===== config.mk =====
export PLATFORM = sky130hd
export DESIGN_NAME = peripheral_subsystem
export DESIGN_NICKNAME = d
export VERILOG_FILES = /design/src/logic/periph_bus_pkg.sv /design/src/logic/periph_regs_pkg.sv /design/src/logic/peripheral_subsystem.sv /design/src/logic/periph_plic.sv /design/src/logic/periph_timer.sv /design/src/logic/periph_reg_bridge.sv
export SDC_FILE = /design/constraint.sdc
export NUM_CORES = 1
export LEC_CHECK = 0
export ABC_AREA = 1
export BUFFER_PORTS_ARGS = -buffer_cell sky130_fd_sc_hd__buf_2
export CAP_MARGIN = 0
export CORE_MARGIN = 1
export CORE_UTILIZATION = 58
export DETAILED_ROUTE_END_ITERATION = 8
export GPL_ROUTABILITY_DRIVEN = 1
export MAX_ROUTING_LAYER = met4
export PLACE_DENSITY = 0.76
export SLEW_MARGIN = 5
export SYNTH_ARGS = -nofsm -noshare
export SYNTH_HDL_FRONTEND = slang
export SYNTH_SLANG_ARGS = --single-unit

===== constraint.sdc =====
create_clock -name clk_i -period 3.8 [get_ports clk_i]
set_input_delay 0.19 -clock clk_i [delete_from_list [all_inputs] [get_ports clk_i]]
set_output_delay 0.19 -clock clk_i [all_outputs]
set_load 0.1 [all_outputs]

===== src/logic/periph_bus_pkg.sv =====
// ################################################
// Peripheral bus package
// Bus widths, block decode and the response opcode
// ################################################

package periph_bus_pkg;

  // Data and address width of the core-side bus
  localparam int DATA_W = 32;

  // Block select field inside the address.
  // Each block owns 256 bytes of register space
  localparam int BLK_LSB = 8;
  localparam int BLK_W   = 4;

  // Interrupt controller block, timer k sits at block k+1
  localparam int BLK_PLIC = 0;

  // Kind of access held for the response phase
  typedef enum logic {
    OP_READ  = 1'b0,
    OP_WRITE = 1'b1
  } bus_op_e;

endpackage : periph_bus_pkg

===== src/logic/periph_regs_pkg.sv =====
// ################################################
// Peripheral register map package
// Timer and interrupt controller offsets and fields
// ################################################

package periph_regs_pkg;

  // Timer channel register offsets
  localparam logic [periph_bus_pkg::BLK_LSB-1:0] TMR_CTRL    = 'h0;
  localparam logic [periph_bus_pkg::BLK_LSB-1:0] TMR_COUNT   = 'h4;
  localparam logic [periph_bus_pkg::BLK_LSB-1:0] TMR_COMPARE = 'h8;
  localparam logic [periph_bus_pkg::BLK_LSB-1:0] TMR_STATUS  = 'hC;

  // Timer CTRL fields
  localparam int CTRL_EN_BIT = 0;
  localparam int CTRL_IE_BIT = 1;

  // Interrupt controller register offsets
  localparam logic [periph_bus_pkg::BLK_LSB-1:0] PLIC_ENABLE  = 'h0;
  localparam logic [periph_bus_pkg::BLK_LSB-1:0] PLIC_PENDING = 'h4;
  localparam logic [periph_bus_pkg::BLK_LSB-1:0] PLIC_CLAIM   = 'h8;
  localparam logic [periph_bus_pkg::BLK_LSB-1:0] PLIC_MSIP    = 'hC;

  // Per-source gateway
  typedef enum logic [1:0] {
    GW_IDLE    = 2'd0,
    GW_PENDING = 2'd1,
    GW_ACTIVE  = 2'd2
  } gw_state_e;

endpackage : periph_regs_pkg


===== src/logic/peripheral_subsystem.sv =====
// ################################################
// Peripheral subsystem top
// Bridge, timer channels and interrupt controller
// ################################################

`timescale 1ns/1ps

module peripheral_subsystem #(
  parameter int NUM_TIMERS = 2,
  parameter int NEXT_INT   = 4
) (
  input  logic                              clk_i,
  input  logic                              arst_n_i,
  input  logic                              req_i,
  input  logic                              we_i,
  input  logic [periph_bus_pkg::DATA_W-1:0] addr_i,
  input  logic [periph_bus_pkg::DATA_W-1:0] wdata_i,
  input  logic [NEXT_INT-1:0]               intr_ext_i,
  output logic                              gnt_o,
  output logic                              rvalid_o,
  output logic [periph_bus_pkg::DATA_W-1:0] rdata_o,
  output logic                              irq_o,
  output logic                              msip_o,
  output logic [NUM_TIMERS-1:0]             timer_intr_o
);

  localparam int DW = periph_bus_pkg::DATA_W;

  logic [NUM_TIMERS-1:0]              tmr_sel;
  logic                               plic_sel;
  logic                               reg_we;
  logic [periph_bus_pkg::BLK_LSB-1:0] reg_off;
  logic [DW-1:0]                      reg_wdata;
  logic [NUM_TIMERS*DW-1:0]           tmr_rdata;
  logic [DW-1:0]                      plic_rdata;
  logic [NUM_TIMERS-1:0]              tmr_intr;

  periph_reg_bridge #(
    .NUM_TIMERS(NUM_TIMERS)
  ) periph_reg_bridge_i (
    .clk_i,
    .arst_n_i,
    .req_i,
    .we_i,
    .addr_i,
    .wdata_i,
    .gnt_o,
    .rvalid_o,
    .rdata_o,
    .tmr_sel_o   (tmr_sel),
    .plic_sel_o  (plic_sel),
    .reg_we_o    (reg_we),
    .reg_off_o   (reg_off),
    .reg_wdata_o (reg_wdata),
    .tmr_rdata_i (tmr_rdata),
    .plic_rdata_i(plic_rdata)
  );

  for (genvar k = 0; k < NUM_TIMERS; k++) begin : g_timer
    periph_timer periph_timer_i (
      .clk_i,
      .arst_n_i,
      .sel_i  (tmr_sel[k]),
      .we_i   (reg_we),
      .off_i  (reg_off),
      .wdata_i(reg_wdata),
      .rdata_o(tmr_rdata[k*DW +: DW]),
      .intr_o (tmr_intr[k])
    );
  end

  periph_plic #(
    .NUM_TIMERS(NUM_TIMERS),
    .NEXT_INT  (NEXT_INT)
  ) periph_plic_i (
    .clk_i,
    .arst_n_i,
    .sel_i     (plic_sel),
    .we_i      (reg_we),
    .off_i     (reg_off),
    .wdata_i   (reg_wdata),
    .tmr_intr_i(tmr_intr),
    .intr_ext_i,
    .rdata_o   (plic_rdata),
    .irq_o,
    .msip_o
  );

  assign timer_intr_o = tmr_intr;

endmodule : peripheral_subsystem


===== src/logic/periph_plic.sv =====
// ################################################
// Platform interrupt controller
// Gateways, enables, claim/complete and MSIP bit
// ################################################

`timescale 1ns/1ps

module periph_plic #(
  parameter int NUM_TIMERS = 2,
  parameter int NEXT_INT   = 4
) (
  input  logic                               clk_i,
  input  logic                               arst_n_i,
  input  logic                               sel_i,
  input  logic                               we_i,
  input  logic [periph_bus_pkg::BLK_LSB-1:0] off_i,
  input  logic [periph_bus_pkg::DATA_W-1:0]  wdata_i,
  input  logic [NUM_TIMERS-1:0]              tmr_intr_i,
  input  logic [NEXT_INT-1:0]                intr_ext_i,
  output logic [periph_bus_pkg::DATA_W-1:0]  rdata_o,
  output logic                               irq_o,
  output logic                               msip_o
);

  localparam int NSRC = NUM_TIMERS + NEXT_INT + 1;
  localparam int ID_W = $clog2(NSRC);

  logic [NSRC-1:0]            src;
  logic [NSRC-1:0]            pending;
  logic [NSRC-1:0]            pending_d;
  logic [NSRC-1:0]            enable_q;
  logic [NSRC-1:0]            enable_d;
  logic [ID_W-1:0]            claim_id;
  logic                       claim_rd;
  logic                       complete_wr;
  logic                       msip_q;
  logic                       irq_q;
  periph_regs_pkg::gw_state_e gw_q [NSRC];
  periph_regs_pkg::gw_state_e gw_d [NSRC];

  // ID 0 means no interrupt and stays low
  assign src = {intr_ext_i, tmr_intr_i, 1'b0};

  assign claim_rd    = sel_i && !we_i && (off_i == periph_regs_pkg::PLIC_CLAIM);
  assign complete_wr = sel_i && we_i && (off_i == periph_regs_pkg::PLIC_CLAIM);

  assign enable_d = (sel_i && we_i && off_i == periph_regs_pkg::PLIC_ENABLE) ?
                    wdata_i[NSRC-1:0] : enable_q;

  // Lowest ID wins, the loop runs downward so the last hit is kept
  always_comb begin
    claim_id = '0;
    for (int i = NSRC - 1; i > 0; i--) begin
      if (pending[i] && enable_q[i]) begin
        claim_id = ID_W'(i);
      end
    end
  end

  always_comb begin
    for (int i = 0; i < NSRC; i++) begin
      gw_d[i] = gw_q[i];
      case (gw_q[i])
        periph_regs_pkg::GW_IDLE: begin
          if (src[i]) gw_d[i] = periph_regs_pkg::GW_PENDING;
        end
        periph_regs_pkg::GW_PENDING: begin
          if (claim_rd && claim_id == i) gw_d[i] = periph_regs_pkg::GW_ACTIVE;
        end
        periph_regs_pkg::GW_ACTIVE: begin
          if (complete_wr && wdata_i == i) gw_d[i] = periph_regs_pkg::GW_IDLE;
        end
        default: gw_d[i] = periph_regs_pkg::GW_IDLE;
      endcase
      pending[i]   = (gw_q[i] == periph_regs_pkg::GW_PENDING);
      pending_d[i] = (gw_d[i] == periph_regs_pkg::GW_PENDING);
    end
  end

  always_ff @(posedge clk_i or negedge arst_n_i) begin
    if (!arst_n_i) begin
      for (int i = 0; i < NSRC; i++) begin
        gw_q[i] <= periph_regs_pkg::GW_IDLE;
      end
      enable_q <= '0;
      msip_q   <= 1'b0;
      irq_q    <= 1'b0;
    end else begin
      gw_q     <= gw_d;
      enable_q <= enable_d;
      if (sel_i && we_i && off_i == periph_regs_pkg::PLIC_MSIP) begin
        msip_q <= wdata_i[0];
      end
      // Built from next state so a raised line shows after one edge
      irq_q <= |(pending_d & enable_d);
    end
  end

  always_comb begin
    rdata_o = '0;
    case (off_i)
      periph_regs_pkg::PLIC_ENABLE:  rdata_o[NSRC-1:0] = enable_q;
      periph_regs_pkg::PLIC_PENDING: rdata_o[NSRC-1:0] = pending;
      periph_regs_pkg::PLIC_CLAIM:   rdata_o[ID_W-1:0] = claim_id;
      periph_regs_pkg::PLIC_MSIP:    rdata_o[0] = msip_q;
      default:                       rdata_o = '0;
    endcase
  end

  assign irq_o  = irq_q;
  assign msip_o = msip_q;

endmodule : periph_plic


===== src/logic/periph_timer.sv =====
// ################################################
// Periodic compare timer channel
// ################################################

`timescale 1ns/1ps

module periph_timer (
  input  logic                               clk_i,
  input  logic                               arst_n_i,
  input  logic                               sel_i,
  input  logic                               we_i,
  input  logic [periph_bus_pkg::BLK_LSB-1:0] off_i,
  input  logic [periph_bus_pkg::DATA_W-1:0]  wdata_i,
  output logic [periph_bus_pkg::DATA_W-1:0]  rdata_o,
  output logic                               intr_o
);

  localparam int EN = periph_regs_pkg::CTRL_EN_BIT;
  localparam int IE = periph_regs_pkg::CTRL_IE_BIT;

  logic [1:0]                              ctrl_q;
  logic [periph_bus_pkg::DATA_W-1:0]       count_q;
  logic [periph_bus_pkg::DATA_W-1:0]       compare_q;
  logic                                    status_q;
  logic                                    wr;
  logic                                    hit;
  logic                                    status_clr;

  assign wr         = sel_i && we_i;
  assign hit        = ctrl_q[EN] && (count_q == compare_q);
  assign status_clr = wr && (off_i == periph_regs_pkg::TMR_STATUS) && wdata_i[0];

  always_ff @(posedge clk_i or negedge arst_n_i) begin
    if (!arst_n_i) begin
      ctrl_q    <= '0;
      count_q   <= '0;
      compare_q <= '0;
      status_q  <= 1'b0;
    end else begin
      if (wr && off_i == periph_regs_pkg::TMR_CTRL) begin
        ctrl_q[EN] <= wdata_i[EN];
        ctrl_q[IE] <= wdata_i[IE];
      end
      if (wr && off_i == periph_regs_pkg::TMR_COMPARE) begin
        compare_q <= wdata_i;
      end
      // Bus load takes priority over counting
      if (wr && off_i == periph_regs_pkg::TMR_COUNT) begin
        count_q <= wdata_i;
      end else if (ctrl_q[EN]) begin
        count_q <= hit ? '0 : count_q + 1'b1;
      end
      // A new expiry wins over the clear
      status_q <= hit || (status_q && !status_clr);
    end
  end

  always_comb begin
    rdata_o = '0;
    case (off_i)
      periph_regs_pkg::TMR_CTRL: begin
        rdata_o[EN] = ctrl_q[EN];
        rdata_o[IE] = ctrl_q[IE];
      end
      periph_regs_pkg::TMR_COUNT:   rdata_o = count_q;
      periph_regs_pkg::TMR_COMPARE: rdata_o = compare_q;
      periph_regs_pkg::TMR_STATUS:  rdata_o[0] = status_q;
      default:                      rdata_o = '0;
    endcase
  end

  assign intr_o = status_q && ctrl_q[IE];

endmodule : periph_timer


===== src/logic/periph_reg_bridge.sv =====
// ################################################
// Bus to register bridge
// Block decode, read mux and one-cycle response
// ################################################

`timescale 1ns/1ps

module periph_reg_bridge #(
  parameter int NUM_TIMERS = 2
) (
  input  logic                                         clk_i,
  input  logic                                         arst_n_i,

  // Core side
  input  logic                                         req_i,
  input  logic                                         we_i,
  input  logic [periph_bus_pkg::DATA_W-1:0]            addr_i,
  input  logic [periph_bus_pkg::DATA_W-1:0]            wdata_i,
  output logic                                         gnt_o,
  output logic                                         rvalid_o,
  output logic [periph_bus_pkg::DATA_W-1:0]            rdata_o,

  // Register side
  output logic [NUM_TIMERS-1:0]                        tmr_sel_o,
  output logic                                         plic_sel_o,
  output logic                                         reg_we_o,
  output logic [periph_bus_pkg::BLK_LSB-1:0]           reg_off_o,
  output logic [periph_bus_pkg::DATA_W-1:0]            reg_wdata_o,
  input  logic [NUM_TIMERS*periph_bus_pkg::DATA_W-1:0] tmr_rdata_i,
  input  logic [periph_bus_pkg::DATA_W-1:0]            plic_rdata_i
);

  localparam int DW = periph_bus_pkg::DATA_W;

  logic [periph_bus_pkg::BLK_W-1:0] blk;
  logic [DW-1:0]                    rd_word;
  logic                             rvalid_q;
  periph_bus_pkg::bus_op_e          op_q;
  logic [DW-1:0]                    rdata_q;

  // No back-pressure, every request is taken at once
  assign gnt_o = req_i;

  assign blk = addr_i[periph_bus_pkg::BLK_LSB +: periph_bus_pkg::BLK_W];

  assign plic_sel_o = req_i && (blk == periph_bus_pkg::BLK_PLIC);

  for (genvar k = 0; k < NUM_TIMERS; k++) begin : g_tmr_dec
    assign tmr_sel_o[k] = req_i && (blk == periph_bus_pkg::BLK_PLIC + k + 1);
  end

  assign reg_we_o    = we_i;
  assign reg_off_o   = addr_i[periph_bus_pkg::BLK_LSB-1:0];
  assign reg_wdata_o = wdata_i;

  // Unmapped blocks fall through to zero
  always_comb begin
    rd_word = '0;
    if (plic_sel_o) begin
      rd_word = plic_rdata_i;
    end
    for (int k = 0; k < NUM_TIMERS; k++) begin
      if (tmr_sel_o[k]) begin
        rd_word = tmr_rdata_i[k*DW +: DW];
      end
    end
  end

  always_ff @(posedge clk_i or negedge arst_n_i) begin
    if (!arst_n_i) begin
      rvalid_q <= 1'b0;
      op_q     <= periph_bus_pkg::OP_READ;
      rdata_q  <= '0;
    end else begin
      rvalid_q <= req_i;
      if (req_i) begin
        op_q    <= we_i ? periph_bus_pkg::OP_WRITE : periph_bus_pkg::OP_READ;
        rdata_q <= rd_word;
      end
    end
  end

  assign rvalid_o = rvalid_q;
  // Writes answer with zero data
  assign rdata_o  = (rvalid_q && op_q == periph_bus_pkg::OP_READ) ? rdata_q : '0;

endmodule : periph_reg_bridge


Word level (Yosys, flattened, before mapping)
Index checks and enable logic that the tools add are counted.

Bitwise gates (word level): 2. Mux-type cells: 54. Reductions and logical operators: 67. Add/sub/neg operators: 2. Equal/unequal tests: 40.

Operators by type and width (count): $mux 32 (9); $pmux 30 s2 (2); $eq 32x3->1 const B (3); $add 32x1->32 const B (2); $eq 32x2->1 const B (2); $eq 32x32->1 (2); $logic_and 1x1->1 (48); $pmux 2 s3 (8); $mux 2 (20); $eq 32x1->1 const B (1); $logic_not 32->1 (1); $eq 2x1->1 const B (14); $mux 3 (6); $eq 8x4->1 const B (2); $eq 2x2->1 const B (7); $logic_not 2->1 (7); $mux 7 (2); $pmux 1 s4 (3); $eq 3x3->1 const B (3); $eq 8x3->1 const B (1); $logic_not 8->1 (1); $pmux 4 s2 (1); $and 7x7->7 (1); $reduce_or 7->1 (1); 12 further kinds (18).

Register bits after elaboration: 191. Input port bits: 72. Output and inout port bits: 38. Logic and storage cells: 186.

Logic depth before layout (Yosys ltp)
Depth after elaboration: 15. Gate-level depth with buffers: 13. Mapped depth without buffers: 13.

Hierarchy
Synthesis repeated with hierarchy kept, for this count alone.

Cells, all modules: 2148. Area, all modules: 14436.3 um2.

By module, submodules not included: periph_timer (cells each 781, times used 2, area an instance 4978.5 um2); periph_reg_bridge (cells each 351, times used 1, area an instance 2753.9 um2); periph_plic (cells each 235, times used 1, area an instance 1725.4 um2).

Worst setup path before layout
OpenSTA, ideal clock, no wires.

Path kind: flip-flop to output port. From: register periph_reg_bridge_i.rvalid_q (netlist: periph_reg_bridge_i.rvalid_o). To: output rdata_o[10] (netlist name). Path buffers: 1. Required time: 3610 ps. Stages on the path, launching flop included: 4. Path slack: 964 ps. Arrival: 2646 ps. Path through: dfrtp_1 -> nand2_1 -> clkbuf_1 -> nor2_1.

Longest elaborated chain between the ends: 2.

RTL lines: from (decl) (RTL line periph_reg_bridge.sv:37) `logic rvalid_q;`; from (signal assigned) (RTL line periph_reg_bridge.sv:75) `rvalid_q <= req_i;`; $logic_and 1x1->1 (RTL line periph_reg_bridge.sv:85) `assign rdata_o = (rvalid_q && op_q == periph_bus_pkg::OP_READ) ? rdata_q : '0;`; $mux 32 (RTL line periph_reg_bridge.sv:85); to (decl) (RTL line peripheral_subsystem.sv:21) `output logic [periph_bus_pkg::DATA_W-1:0] rdata_o,`.

Every way passes these cells.

Worst setup path after layout
From: input we_i. To: register g_timer[1].periph_timer_i.count_q[17] (netlist name).

Longest elaborated chain between the ends: 3. Elaborated cells on any way between the ends: 4. Those cells by class: 1 x mux; 3 x reduce/logical.

RTL lines: from (decl) (RTL line peripheral_subsystem.sv:15) `input logic we_i,`; $logic_and 1x1->1 (*) (RTL line periph_timer.sv:29) `assign wr = sel_i && we_i;`; $logic_and 1x1->1 (*) (RTL line periph_timer.sv:48) `if (wr && off_i == periph_regs_pkg::TMR_COUNT) begin`; $mux 32 or $reduce_bool 2->1 (tied branches); to (signal assigned) (RTL line periph_timer.sv:49) `count_q <= wdata_i;`; to (signal assigned) (RTL line periph_timer.sv:51) `count_q <= hit ? '0 : count_q + 1'b1;`; to (decl) (RTL line periph_timer.sv:22) `logic [periph_bus_pkg::DATA_W-1:0] count_q;`.

Every way passes the cells marked *; elsewhere a longest branch is shown, timed or not. A chain may end at the register's enable or synchronous reset.

==> summary.md <==
| Metric | Value |
|---|---|
| Place WS | `0.795 ns` |
| CP peak stage delay | `0.69 ns` |
| Max Fanout on Critical Path | `47` |
| Die width | `149 µm` |
| Worst Hold Class | `primary input to flop` |
| Power per cell area | `319 mW/mm²` |
| Comb pwr share | `7.7%` |
| I/O pin total | `110` |
| Final Instance Area | `0.0138 mm²` |
| Synth top area cells | `dfrtp_1 38%, nand2_1 15%, inv_1 7.5%` |
| IO buf count | `89` |
| Root buffer selected by CTS | `clkbuf_16` |
| Drt total wl | `41100 µm` |
| Synthesized area per cell | `6.92 µm²` |
| 1st-pass router iterations | `6` |
| Inserted Clock Buffers | `17` |
| Gr usage total | `38.9%` |
| Fin nets | `1937` |
| Worst r2r src | `g_timer[0].periph_timer_i.count_q[22]` |
| Clock Power Share | `44.8%` |
| Crit path kind | `primary input to flop` |
| RSZ-0062 raised after global routing | `false` |
| Fin. Hold Viols | `0` |
| Distinct cells, synth | `51` |
| RR Endpoint | `g_timer[0].periph_timer_i.count_q[18]` |
| Seq pwr share | `47.5%` |
| Sw Share | `25.6%` |
| Placed Instances | `2114` |
| Reg area | `0.00478 mm²` |
| Psw | `0.00112 W` |
| # DRC | `0` |
| Arrival time at the worst endpoint | `3.27 ns` |
| Post-Syn Instances | `1820` |
| Largest net degree at the start of global routing | `126` |
| Clk pin slew, worst setup/hold paths | `0.07 ns` |
| Critical path launch point type | `primary input` |
| Worst-Skew Late Latency | `0.44 ns` |
| FF-to-FF setup slack | `1.25 ns` |
| Layout Cells excl Fill | `2150` |
| H-tree levels | `4` |
| Via count | `12600` |
| R2R cell count | `9` |
| Post-route ant nets | `0` |
| Initial Utilization | `59.5%` |
| Pleak | `6.53 nW` |
| Post-CTS Setup Inserts | `0` |
| Measured slew at the worst slew-check pin | `1.14 ns` |
| Maximum vdd drop | `0.293 mV` |
| Number of DRC markers in iteration 0 | `1176` |
| Post-synth EDFFs | `0` |
| Sequential share of the synthesized area | `38.0%` |
| Grt total ovfl | `0` |
| # setup viols final | `0` |
| Yosys warns | `0` |
| Initial antenna violation count | `0` |
| Multi-input gate area | `0.00638 mm²` |
| Row Count | `53` |
| Layout cells sized above 1 | `9.92%` |
| Min-Delay Startpoint | `wdata_i[24]` |
| CTS max path bufs | `2` |
| Post-DR wirelength/cell | `19.1 µm` |
| Req. time, crit path | `4.17 ns` |
| Crit-path slowest cell | `nor2_2` |
| Fmax | `345 MHz` |
| Die Footprint | `0.0223 mm²` |
| Filler Cell Count | `1945` |
| Netlist Area Pre-Place | `0.0126 mm²` |
| Setup TNS | `0 ns` |
| Skew final | `0.0157 ns` |
| Final Slew Violations | `0` |
| Syn_nets | `1894` |
| First-pass GRT wire length | `63400 µm` |
| Fin crit share | `76.3%` |
| FF+latch count, synth | `191` |
| CTS tree | `done` |
| Max Cap Violations | `0` |
| Post-synth ARST share | `100%` |
| Inserted Diodes | `0` |
| Yosys top cell area share | `38.0%` |
| CP endpoint kind | `flop` |
| Post-DP HPWL | `30400 µm` |
| Final worst slack | `0.900 ns` |
| Final Critical Period | `2.90 ns` |
| Hold Crit Depth | `3` |
| Crit path cell chain | `dlygate4sd3_1 -> buf_2 -> inv_1 -> nor2_2 -> nand2_4 -> inv_4 -> nor2_2 -> clkinv_2 -> o22ai_1 -> inv_1 -> nand2_1` |
| Vias/cell | `5.87` |
| Area after DPL | `0.0131 mm²` |
| Area Growth Syn to Fin | `9.23%` |
| Critical path launch point | `we_i` |
| Area leader, netlist | `dfrtp_1` |
| Int Pwr | `0.00327 W` |
| Routability-driven placement congestion ratio | `0.984` |
| Sink Count | `191` |
| DIE HEIGHT | `149 µm` |
| Worst slew margin | `23.5%` |
| Worst-case hold path end point | `g_timer[0].periph_timer_i.count_q[24]` |
| Status | `finished clean` |
| Prevailing post-synth register cell | `dfrtp_1` |
| Core Area | `0.0212 mm²` |
| Vias in the first global route | `11700` |
[cells in the final DEF (no fill, tap or decap), drive strengths merged]
cell type and count:
ha 2, bufinv 4, a21oi 24, o2111ai 5, dfrtp 191, a31oi 1
o221ai 16, o31ai 2, nand2 508, clkinv 10, o211ai 7, a22oi 5
a32o 1, clkinvlp 1, xor2 56, or2 10, o22ai 47, xnor2 23
nor2 174, nor4 12, o21ai 121, dlygate4sd3 5, a22o 3, nor4b 1
inv 265, nor3b 2, nand4 91, clkbuf 19, nand3b 2, buf 102
nor3 42, nand3 121, a21boi 2
[state kept, by name, summed over array words and instances, names as in the netlist]
| signal | count |
|---|---|
| periph_plic_i.irq_o | 1 |
| g_timer.periph_timer_i.count_q | 64 |
| g_timer.periph_timer_i.ctrl_q | 4 |
| g_timer.periph_timer_i.compare_q | 64 |
| g_timer.periph_timer_i.status_q | 2 |
| periph_reg_bridge_i.rvalid_o | 1 |
| periph_plic_i.enable_q | 7 |
| periph_plic_i.gw_q | 14 |
| periph_reg_bridge_i.rdata_q | 32 |
| periph_reg_bridge_i.op_q | 1 |
| periph_plic_i.msip_o | 1 |
[through the flow]
stage	total power [W]	hold slack [ns]	util [%]
floorplan	0.00229	-0.106	-
global placement	0.00245	0.426	61.8
detailed placement	0.00245	0.431	61.8
CTS	0.00439	0.0204	65.0
global route	0.00452	0.0362	65.0
finish	0.00439	0.0303	65.0
[cell families after synthesis]
group / count (synthesis) / synth area share [%]
xor gates and xnor gates: 79 / 5.50
DFF: 191 / 38.0
adders and majority gates: 2 / 0.199
AOI/OAI and AO/OA: 234 / 10.9
buffers and inverters: 351 / 11.4
and+or+nand+nor: 963 / 34.1
[metal layers]
| metal | global-route usage [%] | part of all wire (%) | up-vias |
|---|---|---|---|
| li1 | - | - | 6002 |
| met1 | 54.5 | 43 | 5956 |
| met2 | 56.8 | 44 | 599 |
| met3 | 8.84 | 11 | 55 |
| met4 | 9.54 | 1.8 | 0 |
| met5 | - | 0 | - |
[what timing repair did]
action	4_1_cts	5_1_grt
gates resized for setup	0	0
hold endpoints to repair	97	0
hold buffers	5	0
setup endpoints to repair	0	0
[how the worst max path moves through the flow]
stage	to	slack [ns]
3_3_place_gp	g_timer[1].periph_timer_i.count_q[21]	0.85
5_1_grt	g_timer[1].periph_timer_i.count_q[30]	0.73
3_5_place_dp	g_timer[1].periph_timer_i.count_q[17]	0.80
4_1_cts	g_timer[1].periph_timer_i.count_q[17]	0.93
2_1_floorplan	rdata_o[10]	0.96
6_report	g_timer[1].periph_timer_i.count_q[17]	0.90
[synthesized netlist by cell type, types with 7 or more instances]
master and n:
o21ai_0 110, buf_2 26, nor4_1 10, nand2_1 503, or2_2 10, nand4_1 89, o211ai_1 7, dfrtp_1 191
buf_6 7, inv_1 253, nor2_1 162, nand3_1 117, clkbuf_1 39, o221ai_1 16, xor2_1 56, xnor2_1 23
nor2_2 8, inv_2 8, o22ai_1 47, a21oi_1 24, o21ai_1 10, nor3_1 38
[final cells by class]
cell class / count / share of cell area [%]
Inverter: 267 / 7.33
Multi-Input combinational cell: 1278 / 46.4
Clock inverter: 13 / 1.36
Sequential cell: 191 / 34.8
Clock buffer: 18 / 3.19
Timing Repair Buffer: 108 / 4.43
Tap cell: 275 / 2.50
[power by group through the flow]
stage / clock [W] / sequential [W] / combinational, W
2_1_floorplan: 0 / 0.00212 / 0.000173
3_3_place_gp: 0 / 0.00212 / 0.000325
3_5_place_dp: 0 / 0.00212 / 0.000328
4_1_cts: 0.00197 / 0.00208 / 0.000333
5_1_grt: 0.00205 / 0.00209 / 0.000374
6_report: 0.00197 / 0.00209 / 0.000340
[critical path, delay by kind of cell]
kind / cells / cell delay (ns)
AND/OR/NAND/NOR: 4 / 1.29
AO/OA/AOI/OAI: 1 / 0.27
buffers and inverters: 6 / 1.50
No activity file was read; power rests on OpenSTA's default activity.
